--- config.mk ---
export PLATFORM = sky130hd
export DESIGN_NAME = qbus_reply_timer
export DESIGN_NICKNAME = d
export VERILOG_FILES = /design/src/qbus/qbus_reply_timer.sv
export SDC_FILE = /design/constraint.sdc
export NUM_CORES = 1
export LEC_CHECK = 0
export BUFFER_PORTS_ARGS = -buffer_cell sky130_fd_sc_hd__buf_2
export CAP_MARGIN = 5
export CORE_AREA = 2 2 39 41
export DETAILED_ROUTE_END_ITERATION = 7
export DIE_AREA = 0 0 41 43
export GPL_ROUTABILITY_DRIVEN = 0
export MAX_ROUTING_LAYER = met4
export PLACE_DENSITY = 0.44
export SLEW_MARGIN = 15
export SYNTH_ARGS = -nofsm -noshare
export SYNTH_HDL_FRONTEND = slang
export SYNTH_SLANG_ARGS = --single-unit
--- constraint.sdc ---
create_clock -name pin_clk -period 1.7 [get_ports pin_clk]
set_input_delay 0.34 -clock pin_clk [delete_from_list [all_inputs] [get_ports pin_clk]]
set_output_delay 0.34 -clock pin_clk [all_outputs]
set_load 0.02 [all_outputs]
--- src/qbus/qbus_reply_timer.sv ---
/*
 * RPLY wait timer, counts cycles while the FSM waits for a reply
 * and pulses expired once at the limit
 */
`timescale 1ns/10ps

module qbus_reply_timer #(
   parameter TIMEOUT_CYCLES = 16    // wait cycles before bus timeout
)(
   input  logic   pin_clk,
   input  logic   rst_n,
   input  logic   wait_rply,        // count enable, clears when low
   output logic   expired           // one-cycle timeout strobe
);

   localparam CNT_W = $clog2(TIMEOUT_CYCLES + 1);

   logic [CNT_W-1:0] cnt;

   always_ff @(posedge pin_clk or negedge rst_n) begin
      if (!rst_n)
         cnt <= '0;
      else if (!wait_rply)
         cnt <= '0;
      else if (cnt != CNT_W'(TIMEOUT_CYCLES))
         cnt <= cnt + 1'b1;         // saturates at limit
   end

   // fires in the TIMEOUT_CYCLES-th wait cycle, silent once saturated
   assign expired = wait_rply && (cnt == CNT_W'(TIMEOUT_CYCLES - 1));

   a_exp_wait: assert property (@(posedge pin_clk) disable iff (!rst_n)
      expired |-> wait_rply);

   a_exp_once: assert property (@(posedge pin_clk) disable iff (!rst_n)
      expired |=> !expired);

endmodule

==> impl_metrics.toml <==
[status]
status = "finished with violations"
violations = "setup timing"

[detailed_routing]
ant_nets = 0
drc = 0
drt_pre_antenna_iters = 2
drt_iter0_markers = 3
routed_via_density = 4.21
wl_per_cell_microns = 10.3
num_vias = 236
routed_wl_microns = 578

[clocking]
clk_pin_slew_worst_paths_ps = 50
cts_tree = "yes"
htree_num_levels = 1
clk_latency_ps = 240
cts_buffers = 3
clock_sinks = 5
cts_buffer_depth = 2
cts-root-buf = "clkbuf_4"

[yosys]
yosys.area.top_type = "dfrtp_1"
yosysWarnings = 0
synth_seq_cells = 5
synth_nets = 34
netlist.area_leader.share = 0.417
synthCells = 28
ys_types = 14
synth_area_sq_um = 300
postSynthAreaPerCell_sq_um = 10.7
synthTopCellsByArea = "dfrtp_1 42%, ha_1 13%, mux2i_1 10%"
synth_seq_area_share = 0.417

[global_routing]
grt_pass1_wl_microns = 972
antenna_found_initial = 0
grtUsageTotal = 0.0879
grt_pass1_vias = 219
overflow = 0
grt_max_degree = 10

[setup_path]
worst-path-buf-inv = 1
cp_top_family = "flip-flops"
crit_chain = "ha_2, and3_4, ha_4, and2_4, buf_6"
critPathLaunchType = "register"
path_max_fanout = 2
worst_ep_required_time_ps = 1360
cp-end-kind = "output pin"
worstSetupPathType = "register to output pin"
arrival_ps = 1380
slowest_stage = "dfrtp_1"
cpPeakStageDelay_ps = 370
crit-reg2reg-launch = "cnt[0]$_DFFE_PN0P_"
worstSetupStartpoint = "cnt[0]$_DFFE_PN0P_"

[timing]
maxSlewHeadroom = 0.902
hold_viol = 0
clock_skew_ps = 6.91
period_share = 1.01
fin_crit_ps = 1720
fmax_mhz = 581
setup_violations = 1
whs_ps = 433
rsz0062_at_grt = "true"
slew_viol_final = 0
worst_slack_ps = -21.7
worstMarginPinSlew_ps = 143

[power]
finalPower_mw = 0.312
leakage_nw = 0.204
pwr_density_cell_mw_per_mm2 = 728
ir_drop_mv = 0.300

[cells_and_area]
largest-register = "cnt"
largest_reg_flops = 5
drive_gt1_frac = 0.375
fill_cells = 154
reg_top3 = "cnt x5"
n_antenna_cell = 0
fin_util = 0.310
final_area_sq_um = 429
nNetsFinal = 47
area_delta_synth_final_pct = 42.9

[floorplan]
die_x_microns = 41
die_area_sq_mm = 0.00176
initial_core_util = 0.217
dieHeight_microns = 43
num_rows = 14
io_pins = 4
coreArea_sq_mm = 0.00138

[worst_hold_path]
hold_class = "primary input to register"
min-delay-start = "wait_rply"

[place]
place_area_sq_um = 343
dpl_worst_slack_ps = 84.7
port_buffers = 3

[job]
maxCapViolations = 0
-- metrics by stage --
stage / std cells / TNS, ps
5_1_grt: 56 / -61.7
3_3_place_gp: 48 / 0
3_5_place_dp: 48 / 0
6_report: 56 / -21.7
2_1_floorplan: 28 / 0
4_1_cts: 55 / -40.9
-- cell usage after synthesis, drive strengths merged --
library cell / count
nand2b: 2
and3: 2
nand2: 4
and4bb: 1
dfrtp: 5
mux2i: 3
inv: 3
nand4bb: 1
ha: 3
and2: 1
xor2: 1
nand3: 1
a21boi: 1
-- cell families (layout without fill, tap and decap cells) --
kind of cell / count (synthesis) / in the layout / share of synthesized area
mux: 3 / 3 / 0.100
xor+xnor: 1 / 1 / 0.0292
compound gates: 1 / 1 / 0.0250
buf+inv: 3 / 15 / 0.0375
fa+ha+maj: 3 / 3 / 0.125
simple gates: 12 / 12 / 0.267
flops: 5 / 5 / 0.417
-- cell type report --
cell class	instances	area, sq um	area share
multi-input combinational	20	185	0.431
sequential	5	125	0.292
timing repair buffer	8	61.3	0.143
clock buffer	4	26.3	0.0612
tap	16	20.0	0.0466
inverter	3	11.3	0.0262
-- repair_timing --
| item | CTS | global route |
|---|---|---|
| resized for setup | 7 | 0 |
| pin swaps | 1 | 1 |
| gates cloned | 0 | 0 |
| setup endpoints to repair | 1 | 1 |
| endpoints found under the hold margin | 5 | 0 |
| setup buffers | 2 | 1 |
| hold buffers | 1 | 0 |
-- power breakdown --
part | switching (mW) | leakage, nW | total [mW] | internal (mW)
Clock | 0.0482 | 0.0150 | 0.137 | 0.0887
Combinational | 0.0206 | 0.122 | 0.0445 | 0.0238
Sequential | 0.00506 | 0.0673 | 0.131 | 0.126
Total | 0.0738 | 0.204 | 0.312 | 0.238
-- worst register-to-register path, stage by stage, from the launching register on --
cell      delay [ps]
dfrtp_1          370
buf_4            130
buf_4            140
inv_1             50
ha_1             160
and4bb_4         260
mux2i_1          200
-- final timing paths --
kind	endpoint	slack [ps]	depth (start not counted)
max	expired	-20	5
min reg2reg	cnt[3]$_DFFE_PN0P_	590	2
min in group asynchronous	cnt[3]$_DFFE_PN0P_	440	2
max in group asynchronous	cnt[0]$_DFFE_PN0P_	1120	2
max reg2reg	cnt[1]$_DFFE_PN0P_	310	6
min	cnt[3]$_DFFE_PN0P_	430	3
-- layout by cell type, fill, tap and decap left out, drive strengths merged --
cell type    instances
nand2                4
nand2b               2
nand3                1
dfrtp                5
inv                  3
and3                 2
mux2i                3
xor2                 1
buf                  7
dlygate4sd3          1
nand4bb              1
a21boi               1
clkbuf               4
and2                 1
ha                   3
and4bb               1
-- layer usage --
layer  up-vias  track usage  part of all wire
met2         5        0.116              0.48
met1       112        0.108              0.46
met4         0            0                 0
met5         -            -                 0
li1        119            -                 -
met3         0       0.0785             0.061
Note: power is estimated with default switching activity, not from simulation.
