==> src/common/qbus_pkg.sv <==
/*
 * shared Qbus master types: bus opcodes, AD phase selector,
 * host request and response structs, active-high bus control lines
 */
package qbus_pkg;

   // host operations, byte lane of OP_WRB picked by addr[0]
   typedef enum logic [1:0] {
      OP_RD  = 2'd0,    // word read, DIN cycle
      OP_WR  = 2'd1,    // word write, DOUT cycle
      OP_WRB = 2'd2     // byte write, DOUT with WTBT
   } qbus_op_e;

   // what the AD lines carry
   typedef enum logic [1:0] {
      AD_OFF  = 2'd0,   // released
      AD_ADDR = 2'd1,   // address phase
      AD_DATA = 2'd2    // write data, or released on reads
   } qbus_phase_e;

   // host request, 34 bits
   typedef struct packed {
      qbus_op_e    op;
      logic [15:0] addr;
      logic [15:0] wdata;
   } qbus_req_t;

   // host response, 17 bits
   typedef struct packed {
      logic [15:0] rdata;   // all ones after a timeout
      logic        err;     // no RPLY in time
   } qbus_rsp_t;

   // control lines before inversion, 5 bits
   typedef struct packed {
      logic sync;
      logic din;
      logic dout;
      logic wtbt;
      logic ctrl_ena;       // own SYNC, DIN, DOUT, WTBT
   } qbus_ctrl_t;

endpackage
==> src/qbus/qbus_cycle_fsm.sv <==
/*
 * Qbus master cycle FSM: address setup, SYNC, DIN/DOUT data phase,
 * RPLY wait with timeout and release, plus a two-flop RPLY synchronizer
 */
`timescale 1ns/10ps

module qbus_cycle_fsm #(
   parameter ADDR_SETUP     = 1,    // address cycles before SYNC
   parameter TIMEOUT_CYCLES = 16    // RPLY wait limit
)(
   input  logic                     pin_clk,
   input  logic                     rst_n,
   input  logic                     req,        // host strobe
   input  qbus_pkg::qbus_req_t      req_data,
   input  logic                     rply,       // raw RPLY, active high
   input  logic                     expired,    // from reply timer
   output logic                     busy,
   output logic                     done,
   output logic                     load,       // latch request in data block
   output logic                     capture,    // sample read data
   output logic                     wait_rply,  // timer runs while high
   output qbus_pkg::qbus_phase_e    ad_phase,
   output qbus_pkg::qbus_ctrl_t     ctrl
);
   import qbus_pkg::*;

   localparam SETUP_W = (ADDR_SETUP > 1) ? $clog2(ADDR_SETUP) : 1;

   typedef enum logic [2:0] {
      IDLE,
      ADDR,
      SYNC,
      DATA,
      WAIT_RPLY,
      WAIT_NEG,
      DONE
   } state_e;

   state_e               state;
   logic [SETUP_W-1:0]   set_cnt;      // address setup cycles
   qbus_op_e             op_q;
   logic                 rply_m;
   logic                 rply_s;       // synchronized RPLY
   logic                 is_wr;
   logic                 is_byte;

   assign is_wr   = (op_q != OP_RD);
   assign is_byte = (op_q == OP_WRB);

   // RPLY comes from another board, two flops before use
   always_ff @(posedge pin_clk or negedge rst_n) begin
      if (!rst_n) begin
         rply_m <= 1'b0;
         rply_s <= 1'b0;
      end else begin
         rply_m <= rply;
         rply_s <= rply_m;
      end
   end

   always_ff @(posedge pin_clk) begin
      if (load)
         op_q <= req_data.op;
   end

   always_ff @(posedge pin_clk or negedge rst_n) begin
      if (!rst_n) begin
         state   <= IDLE;
         set_cnt <= '0;
      end else begin
         case (state)
            IDLE: begin
               set_cnt <= '0;
               if (req)
                  state <= ADDR;
            end
            ADDR: begin
               set_cnt <= set_cnt + 1'b1;
               if (set_cnt == SETUP_W'(ADDR_SETUP - 1))
                  state <= SYNC;
            end
            SYNC:      state <= DATA;
            DATA:      state <= WAIT_RPLY;
            WAIT_RPLY: begin
               if (expired)                 // abort, release everything
                  state <= DONE;
               else if (rply_s)
                  state <= WAIT_NEG;
            end
            WAIT_NEG: begin
               if (!rply_s)
                  state <= DONE;
            end
            default:   state <= IDLE;       // DONE
         endcase
      end
   end

   assign load      = (state == IDLE) && req;
   assign busy      = (state != IDLE);
   assign done      = (state == DONE);
   assign wait_rply = (state == WAIT_RPLY);
   assign capture   = wait_rply && rply_s && !expired && !is_wr;

   always_comb begin
      ctrl     = '0;
      ad_phase = AD_OFF;
      case (state)
         ADDR, SYNC: begin
            ctrl.ctrl_ena = 1'b1;
            ctrl.sync     = (state == SYNC);
            ctrl.wtbt     = is_wr;          // write status in address phase
            ad_phase      = AD_ADDR;
         end
         DATA, WAIT_RPLY: begin
            ctrl.ctrl_ena = 1'b1;
            ctrl.sync     = 1'b1;
            ctrl.din      = !is_wr;
            ctrl.dout     = is_wr;
            ctrl.wtbt     = is_byte;        // byte status in data phase
            ad_phase      = AD_DATA;
         end
         WAIT_NEG: begin
            ctrl.ctrl_ena = 1'b1;
            ctrl.sync     = 1'b1;           // strobe dropped, hold SYNC
            ctrl.wtbt     = is_byte;
            ad_phase      = AD_DATA;
         end
         default: ;
      endcase
   end

   a_strobe_excl: assert property (@(posedge pin_clk) disable iff (!rst_n)
      !(ctrl.din && ctrl.dout));

   a_strobe_sync: assert property (@(posedge pin_clk) disable iff (!rst_n)
      (ctrl.din || ctrl.dout) |-> ctrl.sync);

   // timer must end every RPLY wait in time
   a_wait_bound: assert property (@(posedge pin_clk) disable iff (!rst_n)
      $rose(wait_rply) |-> ##[1:TIMEOUT_CYCLES] !wait_rply);

endmodule

==> config.mk <==
export PLATFORM = sky130hd
export DESIGN_NAME = qbus_cycle_fsm
export DESIGN_NICKNAME = d
export VERILOG_FILES = /design/src/common/qbus_pkg.sv /design/src/qbus/qbus_cycle_fsm.sv
export SDC_FILE = /design/constraint.sdc
export NUM_CORES = 1
export LEC_CHECK = 0
export BUFFER_PORTS_ARGS = -buffer_cell sky130_fd_sc_hd__buf_2
export CORE_MARGIN = 5
export CORE_UTILIZATION = 29
export CTS_BUF_LIST = sky130_fd_sc_hd__clkbuf_16
export DETAILED_ROUTE_END_ITERATION = 10
export MAX_ROUTING_LAYER = met4
export PLACE_DENSITY = 0.82
export SYNTH_ARGS = -nofsm -noshare
export SYNTH_HDL_FRONTEND = slang
export SYNTH_SLANG_ARGS = --single-unit
==> constraint.sdc <==
create_clock -name pin_clk -period 1.3 [get_ports pin_clk]
set_clock_uncertainty 0.2 [all_clocks]
set_input_delay 0.13 -clock pin_clk [delete_from_list [all_inputs] [get_ports pin_clk]]
set_output_delay 0.13 -clock pin_clk [all_outputs]
set_load 0.02 [all_outputs]
==> results.py <==
metrics = {
    "run_status": {
        "status": "finished, violations left",
        "violations": "setup timing",
    },
    "cts": {
        "cts_tree": "built",
        "clk_path_buf_depth": 2,
        "clock-sinks": 8,
        "insertion_delay_ns": 0.23,
        "htree_levels": 1,
        "cts.reportedPaths.clkPinSlew_ns": 0.04,
        "cts_inserted_buffers": 3,
        "cts_root_buf": "clkbuf_16",
    },
    "yosys": {
        "yosysSeqAreaShare_pct": 45.5,
        "async_reset_ff_share_pct": 75.0,
        "synth_top_area_share_pct": 32.5,
        "synthTopCellsByArea": "dfrtp_1 33%, edfxtp_1 13%, mux2i_1 6.5%, nor2_1 4.9%, a22o_1 3.8%",
        "synth_top_flop_cell": "dfrtp_1",
        "synthesis.area_um2": 462,
        "synth_area_per_cell_um2": 10.3,
        "synthCells": 45,
        "yosysTopAreaCell": "dfrtp_1",
        "synth_edf_count": 2,
        "ys_ff_latch": 8,
        "yosys-top-cells-count": "6 x dfrtp_1, 6 x nor2_1, 3 x mux2i_1",
        "yosysUniqueCellTypes": 25,
        "syn_nets": 84,
        "yosys_warnings": 0,
    },
    "cells_and_area": {
        "drive_above_1_share_pct": 66.3,
        "finish.utilization_pct": 65.7,
        "num_antenna_cells": 0,
        "area_growth_pct": 114,
        "final_area_um2": 990,
        "nets": 126,
    },
    "die": {
        "die_h_um": 49.9,
        "rows": 14,
        "core_area_um2": 1510,
        "io_pins": 51,
        "dieArea_um2": 2490,
        "start_util_pct": 30.6,
        "fp.dieW_um": 49.9,
    },
    "route": {
        "drt_iter0_markers": 3,
        "num_vias": 476,
        "finalWirelength_um": 1360,
        "firstDrtPassIters": 2,
        "drc_errors": 0,
        "postRouteAntennaNets": 0,
        "viasPerCell": 4.67,
        "wl_per_cell_um": 13.3,
    },
    "setup_path": {
        "rr_worst_depth": 4,
        "crit_chain": "nor3b_4 > o21ba_4 > nor3_4 > buf_6",
        "r2r_slack_ns": -0.21,
        "cp.arrival_ns": 1.39,
        "worstPathRequired_ns": 0.97,
        "path_class": "register to output pin",
        "crit_path_top_delay_cell": "dfrtp_2",
        "critPathMaxStageDelay_ns": 0.45,
        "cp-endpoint": "ctrl[3]",
        "path_max_fanout": 5,
        "reg2reg_from": "state[1]",
        "crit_start": "state[0]",
        "start_kind": "register",
        "end_kind": "output pin",
        "worst_r2r_endpoint": "op_q[0]",
    },
    "placed_design": {
        "io_buffers": 18,
        "gp_congestion": 0.800,
        "dp_slack_ns": -0.273,
        "hpwlAfterDp_um": 954,
        "placed_cell_area_um2": 723,
    },
    "global_routing": {
        "grt.overflow.total": 0,
        "grt_pass1_vias": 538,
        "grt-busiest-layer": "met2",
        "use_met3_pct": 2.41,
        "grt_use_met1_pct": 12.9,
        "groute.usage.overall_pct": 12.3,
        "antenna_found_initial": 0,
        "use_met2_pct": 22.7,
        "grt_pass1_wl_um": 2330,
        "grt_start_max_net_pins": 10,
    },
    "sta": {
        "finalCritPeriodShare_pct": 133,
        "slew_headroom_pct": 81.6,
        "rsz0062_at_grt": "true",
        "setup_viol": 18,
        "hold_viol": 0,
        "finalWorstSetupSlack_ns": -0.423,
        "fmax_ghz": 0.580,
        "tightest_slew_ns": 0.277,
        "fin_crit_ns": 1.72,
        "slew_viol_final": 0,
    },
    "power": {
        "peakVddDrop_v": 0.00178,
        "power_density_nw_per_um2": 2910,
        "p_leak_nw": 0.452,
    },
    "min_path": {
        "hold_path.class": "primary input to async pin",
    },
    "flow_run": {
        "max-cap-violations": 0,
    },
}
## what timing repair did
action,4_1_cts,5_1_grt
buffers inserted,4,2
pin swaps,5,2
setup endpoints to repair,17,18
gates resized for setup,26,7
hold buffers,5,0
hold endpoints to repair,10,0
## worst min-delay path by stage
stage	cells after the start	endpoint	from
4_1_cts	2	state[1]	rst_n
2_1_floorplan	0	rply_m	rst_n
3_5_place_dp	1	rply_m	rst_n
6_report	2	state[1]	rst_n
5_1_grt	2	state[2]	rst_n
3_3_place_gp	1	state[2]	rst_n
## per-layer routing
metal  part of all wire, %  vias up
li1                      -      238
met1                    38      225
met2                    58       13
met3                   4.3        0
met4                     0        0
met5                     0        -
## layout make-up
class,instances,area [um^2]
repair buffers,41,354
well taps,16,20.0
inverters,1,3.75
clock buffers,3,75.1
fillers,101,517
flip-flops and latches,8,214
clock inverters,1,3.75
multi-input cells,32,319
## report_power, final
| part | internal, mW | switching (mW) | leakage, nW |
|---|---|---|---|
| Combinational | 1.03 | 0.853 | 0.322 |
| Clock | 0.400 | 0.113 | 0.0423 |
| Sequential | 0.347 | 0.134 | 0.0877 |
| Total | 1.78 | 1.10 | 0.452 |
## stage by stage
step / TNS, ns / hold slack, ns / power [mW] / std cells
after floorplan: -1.54 / -0.366 / 1.41 / 45
after global placement: -2.18 / -0.248 / 1.87 / 88
after detailed placement: -2.65 / -0.244 / 1.92 / 88
after CTS: -4.83 / 0.0421 / 2.77 / 100
after global routing: -5.69 / 0.0813 / 3.04 / 102
final: -4.94 / 0.0476 / 2.88 / 102
## kinds of logic after synthesis
logic type	after synthesis	synth area share, %
AND/OR/NAND/NOR	19	24.4
AO/OA/AOI/OAI	8	12.7
flip-flops	8	45.5
buffers and inverters	5	7.05
multiplexers	3	6.50
XOR/XNOR	2	3.79
## state kept, by name, summed over array words and instances, names as in the netlist
| name | count |
|---|---|
| rply_s | 1 |
| set_cnt | 1 |
| op_q | 2 |
| state | 3 |
| rply_m | 1 |
## placed cells by master, fill, tap and decap left out
cell type and count:
nor4b_4 1, xnor2_2 1, nor3_2 1, dfrtp_2 3, inv_1 2, nor2_1 4
buf_6 11, a21oi_2 1, a22o_1 2, o21a_1 1, mux2i_2 1, nand2b_1 1
nor3b_4 1, buf_12 1, nor3_1 1, o21ai_0 2, nor2b_4 1, nor2_2 1
and2_1 1, buf_2 8, o21ba_4 1, nor2_4 1, buf_4 16, nor2b_1 1
and2_4 1, nor3_4 1, clkbuf_16 3, dlygate4sd3_1 5, mux2i_1 1, dfrtp_1 3
or4b_1 1, nand2_1 2, mux2i_4 1, edfxtp_1 2, a221oi_2 1, xor2_2 1
## critical path: cells and delay by family (launching register included)
| kind | cells | cell delay (ns) |
|---|---|---|
| AND/OR/NAND/NOR | 2 | 0.37 |
| flip-flops | 1 | 0.45 |
| buffers and inverters | 1 | 0.14 |
| AO/OA/AOI/OAI | 1 | 0.21 |
(Power assumes the default switching activity.)
