## src/common/qbus_pkg.sv

```systemverilog
/*
 * shared Qbus master types: bus opcodes, AD phase selector,
 * host request and response structs, active-high bus control lines
 */
package qbus_pkg;

   // host operations, byte lane of OP_WRB picked by addr[0]
   typedef enum logic [1:0] {
      OP_RD  = 2'd0,    // word read, DIN cycle
      OP_WR  = 2'd1,    // word write, DOUT cycle
      OP_WRB = 2'd2     // byte write, DOUT with WTBT
   } qbus_op_e;

   // what the AD lines carry
   typedef enum logic [1:0] {
      AD_OFF  = 2'd0,   // released
      AD_ADDR = 2'd1,   // address phase
      AD_DATA = 2'd2    // write data, or released on reads
   } qbus_phase_e;

   // host request, 34 bits
   typedef struct packed {
      qbus_op_e    op;
      logic [15:0] addr;
      logic [15:0] wdata;
   } qbus_req_t;

   // host response, 17 bits
   typedef struct packed {
      logic [15:0] rdata;   // all ones after a timeout
      logic        err;     // no RPLY in time
   } qbus_rsp_t;

   // control lines before inversion, 5 bits
   typedef struct packed {
      logic sync;
      logic din;
      logic dout;
      logic wtbt;
      logic ctrl_ena;       // own SYNC, DIN, DOUT, WTBT
   } qbus_ctrl_t;

endpackage
```

## src/qbus/qbus_addr_data.sv

```systemverilog
/*
 * Qbus address/data path: request latch, AD output mux and enable
 * per phase, read data capture and timeout response
 */
`timescale 1ns/10ps

module qbus_addr_data (
   input  logic                     pin_clk,
   input  logic                     rst_n,
   input  logic                     load,       // request accepted
   input  qbus_pkg::qbus_req_t      req_data,
   input  qbus_pkg::qbus_phase_e    ad_phase,
   input  logic                     capture,    // read reply seen
   input  logic [15:0]              ad_in,      // AD lines, active high
   input  logic                     timeout,    // timer expired
   output logic [15:0]              ad_out,
   output logic                     ad_ena,
   output qbus_pkg::qbus_rsp_t      rsp
);
   import qbus_pkg::*;

   qbus_req_t req_q;

   always_ff @(posedge pin_clk) begin
      if (load)
         req_q <= req_data;
   end

   // byte writes put the word as is, the slave picks the lane by addr[0]
   always_comb begin
      case (ad_phase)
         AD_ADDR: begin
            ad_out = req_q.addr;
            ad_ena = 1'b1;
         end
         AD_DATA: begin
            ad_out = req_q.wdata;
            ad_ena = (req_q.op != OP_RD);   // slave drives AD on reads
         end
         default: begin
            ad_out = req_q.addr;
            ad_ena = 1'b0;
         end
      endcase
   end

   always_ff @(posedge pin_clk or negedge rst_n) begin
      if (!rst_n) begin
         rsp <= '0;
      end else if (timeout) begin
         rsp.rdata <= '1;                   // bus error pattern
         rsp.err   <= 1'b1;
      end else if (capture) begin
         rsp.rdata <= ad_in;
         rsp.err   <= 1'b0;
      end else if (load) begin
         rsp.err   <= 1'b0;                 // writes keep last rdata
      end
   end

   // FSM never samples a reply in the timeout cycle
   a_cap_tmo: assert property (@(posedge pin_clk) disable iff (!rst_n)
      !(capture && timeout));

endmodule

```

## config.mk

```make
export PLATFORM = sky130hd
export DESIGN_NAME = qbus_addr_data
export DESIGN_NICKNAME = d
export VERILOG_FILES = /design/src/common/qbus_pkg.sv /design/src/qbus/qbus_addr_data.sv
export SDC_FILE = /design/constraint.sdc
export NUM_CORES = 1
export LEC_CHECK = 0
export ABC_AREA = 1
export BUFFER_PORTS_ARGS = -buffer_cell sky130_fd_sc_hd__buf_2
export CORE_ASPECT_RATIO = 0.75
export CORE_UTILIZATION = 50
export CTS_BUF_LIST = sky130_fd_sc_hd__clkbuf_16
export DETAILED_ROUTE_END_ITERATION = 16
export PLACE_DENSITY = 0.84
export SETUP_SLACK_MARGIN = 0.02
export SLEW_MARGIN = 20
export SYNTH_ARGS = -nofsm -noshare
export SYNTH_HDL_FRONTEND = slang
export SYNTH_SLANG_ARGS = --single-unit
```

## constraint.sdc

```tcl
create_clock -name pin_clk -period 2.35 [get_ports pin_clk]
set_clock_uncertainty 0.2 [all_clocks]
set_input_delay 0.5875 -clock pin_clk [delete_from_list [all_inputs] [get_ports pin_clk]]
set_output_delay 0.5875 -clock pin_clk [all_outputs]
set_load 0.03 [all_outputs]
```

==> results of run 1 <==
stage by stage:
stage | worst slack, ns | cell area (µm²) | hold WS (ns) | total power (W)
4_1_cts | 0.0199 | 2660 | 0.0140 | 0.00211
3_3_place_gp | 0.0498 | 2490 | 0.250 | 0.00135
3_5_place_dp | -0.000714 | 2490 | 0.254 | 0.00136
6_report | 0.0441 | 2730 | 0.00699 | 0.00212
2_1_floorplan | -0.147 | 2010 | 0.0919 | 0.00124
5_1_grt | -0.0333 | 2730 | 0.0175 | 0.00220
final cells by class:
| class | count | share of cell area |
|---|---|---|
| sequential | 51 | 0.530 |
| timing repair buffer | 94 | 0.199 |
| multi-input combinational | 87 | 0.156 |
| clock buffer | 6 | 0.0550 |
| inverter | 21 | 0.0316 |
| tap | 52 | 0.0238 |
| clock inverter | 2 | 0.00504 |
cells in the mapped netlist:
cell type / n / area share
a21oi_1: 1 / 0.0025
clkbuf_2: 1 / 0.0025
buf_6: 1 / 0.0056
inv_1: 20 / 0.037
nor2_4: 2 / 0.011
nand2_1: 34 / 0.063
nor2_1: 13 / 0.024
buf_8: 1 / 0.0075
inv_8: 1 / 0.0056
o21ai_0: 23 / 0.057
nor2_2: 2 / 0.0062
nand3_1: 8 / 0.020
ha_1: 2 / 0.012
dfrtp_1: 17 / 0.21
edfxtp_1: 34 / 0.51
o21ai_2: 2 / 0.0087
buf_2: 3 / 0.0075
buf_12: 1 / 0.0099
where the power goes:
group | total, W | internal, W | leakage [nW] | switching, W
combinational | 0.000309 | 0.000110 | 0.655 | 0.000198
sequential | 0.00105 | 0.00103 | 0.503 | 0.0000217
clock | 0.000755 | 0.000459 | 0.0820 | 0.000297
worst max path at each step:
stage               slack (ns)        start          to  cells after the start
detailed placement     -0.0007  ad_phase[0]   ad_out[5]                      6
global placement          0.05  ad_phase[0]   ad_out[5]                      6
CTS                       0.02  ad_phase[0]   ad_out[5]                      6
finish                    0.04  ad_phase[0]   ad_out[7]                      6
global route             -0.03  ad_phase[0]      ad_ena                      7
floorplan                -0.15  ad_phase[0]  ad_out[11]                      4
timing repair:
item | 4_1_cts | 5_1_grt
pin swaps | 0 | 2
resized for setup | 1 | 12
cloned | 0 | 2
hold buffers | 0 | 0
endpoints found under the setup margin | 1 | 14
cells by family after synthesis:
| group | after synthesis | synth area share |
|---|---|---|
| buffers and inverters | 28 | 0.0758 |
| adders and majority gates | 2 | 0.0124 |
| and+or+nand+nor | 59 | 0.125 |
| AOI/OAI and AO/OA | 26 | 0.0684 |
| DFF | 51 | 0.718 |
flip-flops by register name, summed over array words and instances (netlist names):
register	flops
rsp	17
req_q	34
routing by layer:
layer  global-route usage  share of wire  vias to the layer above  wire (µm)
met5                    0              0                        -          0
met4               0.0423         0.0026                        0         10
met3               0.0954           0.10                        2        387
met2                0.304           0.48                       67       1820
met1                0.183           0.42                      684       1590
li1                     -              -                      733          -
critical path: stages:
cell,delay (ns)
buf_2,0.10
inv_2,0.04
ha_4,0.18
clkbuf_16,0.17
o21ai_0,0.20
buf_2,0.23
cells in the final DEF, fill, tap and decap left out:
master / netlist / final
a21oi_1: 1 / 1
buf_12: 1 / 1
buf_2: 3 / 84
buf_4: 0 / 7
clkbuf_16: 0 / 8
clkinv_2: 0 / 1
clkinv_4: 0 / 1
dfrtp_1: 17 / 17
edfxtp_1: 34 / 34
ha_1: 2 / 1
ha_4: 0 / 1
inv_1: 20 / 19
inv_2: 0 / 1
inv_8: 1 / 1
nand2_1: 34 / 34
nand3_1: 8 / 8
nor2_1: 13 / 13
nor2_2: 2 / 2
nor2_4: 2 / 2
o21ai_0: 23 / 18
o21ai_1: 0 / 5
o21ai_2: 2 / 2
==> impl_metrics.json, run 1 <==
{
  "fin_cells": 313,
  "cp.arrival_ns": 1.52,
  "hold_class": "in -> async",
  "grt_pass1_vias": 1285,
  "crit_path_start_kind": "primary input",
  "outcome": "completed",
  "antenna_found_initial": 0,
  "fp.dieW_um": 75.3,
  "io_pins": 91,
  "ant_nets": 0,
  "setup_violations": 0,
  "grt_pass1_wl_um": 5390,
  "ys_seq_area_frac": 0.718,
  "drv_cap": 0,
  "drt-pass1-iter-count": 4,
  "routabilityCongestion": 0.665,
  "place_hpwl_um": 2510,
  "reg2reg_depth": 2,
  "avgViaCountPerCell": 4.75,
  "worst_pin_slew_ns": 0.478,
  "wl_per_cell_um": 12.2,
  "coreArea_um2": 3760,
  "end_kind": "output pin",
  "rows": 19,
  "track_usage": 0.174,
  "grt_remaining_overflow": 0,
  "relSlewSlack": 0.681,
  "clock_sinks": 51,
  "avgSynthCellArea_um2": 12.1,
  "drive_above_1_share": 0.425,
  "max_freq_ghz": 0.434,
  "die_area_um2": 4290,
  "hold_viol_final": 0,
  "initial_core_util": 0.536,
  "worstReg2RegStart": "rsp[6]",
  "vias": 1486,
  "clock_path_buffers": 2,
  "slew_viol_final": 0,
  "multi_input_area_um2": 427,
  "post-cts-setup-buffers": 0,
  "rsz0062_at_grt": "yes",
  "power.density_nw_per_um2": 775,
  "nets": 319,
  "synth_nets": 225,
  "vdd_drop_max_v": 0.000453,
  "dp.cells": 303,
  "regArea_um2": 1450,
  "cts_root_buffer": "clkbuf_16",
  "ys_types": 18,
  "fin_crit_ns": 2.31,
  "clk_latency_ns": 0.28,
  "required_ns": 1.56,
  "p_leak_nw": 1.24,
  "fin_setup_tns_ns": 0,
  "grt_max_degree": 36,
  "cts_tree": "done",
  "wirelength_um": 3810,
  "worst-path-max-fanout": 16,
  "h-tree-depth": 2,
  "syn_inst": 166,
  "die_height_um": 57.0,
  "finalCritPeriodShare": 0.981,
  "area_growth_pct": 35.7,
  "cts_buffers": 5,
  "clkTransAtPathRegs_ns": 0.07,
  "fillers": 272,
  "ys_ff_latch": 51,
  "drc_errors": 0,
  "ys_warn_count": 0,
  "drt_iter0_markers": 82,
  "critPathKind": "in -> out",
  "ff2ff_setup_slack_ns": 1.44,
  "final_util": 0.727,
  "netlist_area_um2": 2010,
  "io_buffers": 90,
  "insertedDiodeCount": 0,
  "r2r_end": "rsp[6]"
}
Power figures use the tool's default switching activity.
==> inputs of run 2 (changes only) <==
==> constraint.sdc (replaced) <==
create_clock -name pin_clk -period 2.35 [get_ports pin_clk]
set_clock_uncertainty 0.2 [all_clocks]
set_input_delay 0.1175 -clock pin_clk [delete_from_list [all_inputs] [get_ports pin_clk]]
set_output_delay 0.1175 -clock pin_clk [all_outputs]
set_load 0.03 [all_outputs]
==> run 2 against run 1 <==
Register-to-register slack about the same. Critical endpoint is now ad_ena. Sequential share of layout area decreased by 6.5 points. Critical path depth increased by 1. Largest cell class unchanged. Fmax increased by 55%. Count of clock-buffer cells in the layout decreased by 1. Clock power decreased by 13%. Die area unchanged. Global-route usage increased by 6.5 points. Core utilization increased by 10 points. Combinational power increased by 16%.
==> impl_metrics.json, run 2 (synthesized netlist as in run 1, its figures left out) <==
{
  "outcome": "completed",
  "drt_iter0_markers": 66,
  "cts_buffers": 5,
  "slew_viol_final": 0,
  "grt_pass1_wl_um": 7420,
  "finalCritPeriodShare": 0.635,
  "ant_nets": 0,
  "grt_max_degree": 36,
  "initial_core_util": 0.536,
  "io_pins": 91,
  "finalPower_w": 0.00207,
  "wl_per_cell_um": 13.5,
  "vdd_drop_max_v": 0.000475,
  "h-tree-depth": 2,
  "clock_sinks": 51,
  "fin_setup_tns_ns": 0,
  "nets": 367,
  "reg_top3": "req_q x34, rsp x17",
  "coreArea_um2": 3760,
  "die_area_um2": 4290,
  "setup_violations": 0,
  "crit_path_start_kind": "primary input",
  "power.density_nw_per_um2": 665,
  "routabilityCongestion": 0.668,
  "grt_pass1_vias": 1717,
  "rows": 19,
  "drive_above_1_share": 0.333,
  "avgViaCountPerCell": 4.75,
  "p_leak_nw": 1.41,
  "required_ns": 2.03,
  "drt-pass1-iter-count": 4,
  "placed_cell_area_um2": 2470,
  "hold_viol_final": 0,
  "worst-path-max-fanout": 33,
  "final_util": 0.830,
  "regMostFlops": "req_q",
  "insertedDiodeCount": 0,
  "max_freq_ghz": 0.671,
  "cts_tree": "done",
  "track_usage": 0.239,
  "die_height_um": 57.0,
  "critPathKind": "in -> out",
  "place_hpwl_um": 2520,
  "worst_pin_slew_ns": 0.742,
  "final_common_cell": "buf_2",
  "post-cts-setup-buffers": 0,
  "area_growth_pct": 54.8,
  "drc_errors": 0,
  "clkTransAtPathRegs_ns": 0.06,
  "grt_remaining_overflow": 0,
  "layout_common_cells": "90 x buf_2, 51 x dlygate4sd3_1, 34 x nand2_1, 34 x edfxtp_1, 23 x o21ai_0",
  "fillers": 209,
  "wirelength_um": 4860,
  "whs_ns": 0.0995,
  "drv_cap": 0,
  "clk_latency_ns": 0.28,
  "final_area_um2": 3120,
  "cp.arrival_ns": 1.17,
  "fp.dieW_um": 75.3,
  "fin_crit_ns": 1.49,
  "vias": 1713,
  "clock_path_buffers": 2,
  "end_kind": "output pin",
  "io_buffers": 90,
  "relSlewSlack": 0.506,
  "cts_root_buffer": "clkbuf_16",
  "antenna_found_initial": 0,
  "hold_class": "in -> reg",
  "largest_reg_flops": 34,
  "rsz0062_at_grt": "no"
}
[run 2: per-layer routing]
layer	share of wire	GRT usage	vias to the layer above
met2	0.52	0.462	76
met4	0.026	0.0847	0
li1	-	-	826
met1	0.38	0.249	797
met5	0	0	-
met3	0.071	0.0583	14
[run 2: what timing repair did]
item,4_1_cts,5_1_grt
hold buffers,51,0
resized for setup,0,0
endpoints found under the hold margin,67,0
[run 2: stage by stage]
stage | setup WS, ns | cells
after floorplan | 0.793 | 166
after global placement | 0.908 | 302
after detailed placement | 0.889 | 302
final | 0.859 | 361
after CTS | 0.891 | 361
after global routing | 0.750 | 361
[run 2: path summary, 6_finish.rpt]
| kind | slack (ns) | cells after the start | end | start |
|---|---|---|---|---|
| setup / recovery | 0.86 | 7 | ad_ena | ad_phase[0] |
| hold / removal | 0.1 | 3 | rsp[10] | capture |
| setup reg to reg | 1.44 | 2 | rsp[6] | rsp[6] |
| hold reg to reg | 0.27 | 2 | rsp[0] | rsp[0] |
| max in group asynchronous | 1.58 | 2 | rsp[0] | rst_n |
| min in group asynchronous | 0.11 | 2 | rsp[10] | rst_n |
[run 2: area by class of cell]
class                      count  area (µm²)  area share
inverter                      21        86.3      0.0277
tap                           52        65.1      0.0209
multi-input combinational     87         414       0.133
sequential                    51        1450       0.464
timing repair buffer         142         968       0.311
clock inverter                 3        11.3     0.00361
clock buffer                   5         125      0.0401
[run 2: critical path: stages]
cell     delay (ns)
buf_2          0.11
inv_1          0.05
ha_1           0.13
buf_4          0.27
o21ai_0        0.16
a21oi_1        0.13
buf_2          0.20
[run 2: power breakdown]
| part | switching, W | total (W) | internal [W] |
|---|---|---|---|
| combinational | 0.000211 | 0.000357 | 0.000146 |
| sequential | 0.0000238 | 0.00106 | 0.00103 |
| clock | 0.000276 | 0.000659 | 0.000383 |
==> inputs of run 3 (changes only) <==
--- a/config.mk
+++ b/config.mk
@@ -8,10 +8,10 @@
 export ABC_AREA = 1
 export BUFFER_PORTS_ARGS = -buffer_cell sky130_fd_sc_hd__buf_2
 export CORE_ASPECT_RATIO = 0.75
-export CORE_UTILIZATION = 50
+export CORE_UTILIZATION = 46
 export CTS_BUF_LIST = sky130_fd_sc_hd__clkbuf_16
 export DETAILED_ROUTE_END_ITERATION = 16
-export PLACE_DENSITY = 0.84
+export PLACE_DENSITY = 0.79
 export SETUP_SLACK_MARGIN = 0.02
 export SLEW_MARGIN = 20
 export SYNTH_ARGS = -nofsm -noshare
==> constraint.sdc (replaced) <==
create_clock -name pin_clk -period 1.5 [get_ports pin_clk]
set_clock_uncertainty 0.2 [all_clocks]
set_input_delay 0.075 -clock pin_clk [delete_from_list [all_inputs] [get_ports pin_clk]]
set_output_delay 0.075 -clock pin_clk [all_outputs]
set_load 0.03 [all_outputs]
==> run 3 against run 2 <==
Sequential power rose by 56%. Non-clock buffer count rose by 2. Wire length down 1.6%. Final area increased by 1.0%. Sequential share of layout area down 0.48 points. Die area rose by 8.4%. Sequential cell count stayed put. Largest cell class unchanged. Final cell count is 1.4% higher. Register-to-register slack got worse by 0.99 ns.
==> impl_metrics.json, run 3 (synthesized netlist as in run 1, its figures left out) <==
{
  "outcome": "completed",
  "final_util": 0.763,
  "fin_setup_tns_ns": 0,
  "power.density_nw_per_um2": 1030,
  "finalCritPeriodShare": 0.909,
  "slew_viol_final": 0,
  "wl_per_cell_um": 13.1,
  "coreArea_um2": 4130,
  "worst-path-max-fanout": 1,
  "avgViaCountPerCell": 4.52,
  "slowest_delay_ns": 0.37,
  "cts_root_buffer": "clkbuf_16",
  "vias": 1656,
  "worst_pin_slew_ns": 0.531,
  "rows": 20,
  "p_leak_nw": 1.42,
  "largest_reg_flops": 34,
  "regArea_um2": 1450,
  "critPathKind": "reg -> out",
  "critPathTopFamily": "flip-flops",
  "grt_pass1_wl_um": 7410,
  "grt_remaining_overflow": 0,
  "die_height_um": 59.3,
  "drive_above_1_share": 0.341,
  "cts_buffers": 5,
  "required_ns": 1.22,
  "antenna_found_initial": 0,
  "regMostFlops": "req_q",
  "path_cells": "o21ai_1 > a21oi_1 > buf_2",
  "area_growth_pct": 56.4,
  "layout_common_cells": "90 x buf_2, 51 x dlygate4sd3_1, 34 x nand2_1, 34 x edfxtp_1, 22 x o21ai_0",
  "end_kind": "output pin",
  "wirelength_um": 4790,
  "insertedDiodeCount": 0,
  "cp.depth": 3,
  "io_buffers": 90,
  "grt_max_degree": 36,
  "routabilityCongestion": 0.668,
  "setup_violations": 0,
  "p_seq_frac": 0.506,
  "die_area_um2": 4650,
  "drc_errors": 0,
  "drv_cap": 0,
  "ant_nets": 0,
  "max_freq_ghz": 0.733,
  "clock_power_share": 0.321,
  "h-tree-depth": 2,
  "power_switching_share": 0.247,
  "io_pins": 91,
  "fillers": 284,
  "hold_viol_final": 0,
  "intPower_w": 0.00245,
  "hold_class": "in -> async",
  "power_frac_comb": 0.173,
  "cp.arrival_ns": 1.09,
  "fin_crit_ns": 1.36,
  "grt_pass1_vias": 1564,
  "drt_iter0_markers": 104,
  "cp.buffers_inverters": 1,
  "reg_top3": "req_q x34, rsp x17",
  "relSlewSlack": 0.645,
  "initial_core_util": 0.488,
  "crit_path_start_kind": "register",
  "place_hpwl_um": 2640,
  "cts_tree": "done",
  "fp.dieW_um": 78.4,
  "clock_sinks": 51,
  "reg2reg_depth": 2,
  "clk_latency_ns": 0.28,
  "clock_path_buffers": 2,
  "post-cts-setup-buffers": 0,
  "nets": 369,
  "final_common_cell": "buf_2",
  "total_switching_power_w": 0.000805,
  "clkTransAtPathRegs_ns": 0.06,
  "rsz0062_at_grt": "no",
  "slowest_stage": "edfxtp_1",
  "vdd_drop_max_v": 0.000868,
  "drt-pass1-iter-count": 4,
  "multi_input_area_um2": 414,
  "track_usage": 0.226
}
run 3: cell count changes in the layout (fill, tap and decap cells not counted):
cell      before  now
buf_12         0    1
buf_4          1    2
clkinv_1       2    1
clkinv_2       0    1
o21ai_0       23   22
o21ai_1        0    1
run 3: cell type report:
type | count | area share
flip-flops and latches | 51 | 0.459
repair buffers | 144 | 0.316
multi-input cells | 87 | 0.132
clock buffers | 5 | 0.0397
inverters | 21 | 0.0274
well taps | 55 | 0.0219
clock inverters | 3 | 0.00397
run 3: layer usage:
layer	vias to the layer above	wire (µm)	track usage
li1	832	-	-
met1	761	1840	0.252
met2	57	2610	0.407
met3	6	263	0.0877
met4	0	67	0.0688
met5	-	0	0
run 3: worst paths after layout:
kind / start / slack [ns] / end
max: req_q[33] / 0.14 / ad_ena
min: rst_n / 0.04 / rsp[9]
max reg2reg: rsp[3] / 0.45 / rsp[3]
min reg2reg: rsp[0] / 0.27 / rsp[0]
max in group asynchronous: rst_n / 0.78 / rsp[7]
min in group pin_clk: timeout / 0.05 / rsp[6]
run 3: repair_timing:
| action | CTS | global route |
|---|---|---|
| gates resized for setup | 0 | 1 |
| endpoints found under the hold margin | 67 | 0 |
| setup endpoints to repair | 0 | 1 |
| hold buffers | 51 | 0 |
run 3: worst register-to-register path: stages, from the launching register on:
cell and delay, ns:
dfrtp_1 0.39, nor2_1 0.14, o21ai_0 0.15
run 3: power by group through the flow:
stage / Clock [W] / Combinational (W) / Sequential [W]
after global placement: 0 / 0.000448 / 0.00167
after detailed placement: 0 / 0.000457 / 0.00168
final: 0.00105 / 0.000565 / 0.00165
after CTS: 0.00107 / 0.000559 / 0.00165
after floorplan: 0 / 0.000214 / 0.00173
after global routing: 0.00114 / 0.000611 / 0.00166
run 3: through the flow:
step	cell area, µm²	worst slack [ns]	hold slack, ns	total power [W]	instances
after floorplan	2010	0.0285	-0.421	0.00194	166
after global placement	2500	0.192	-0.189	0.00212	307
after detailed placement	2500	0.194	-0.184	0.00213	307
after CTS	3150	0.152	0.0467	0.00328	366
after global routing	3150	0.0755	0.0704	0.00341	366
final	3150	0.136	0.0445	0.00326	366
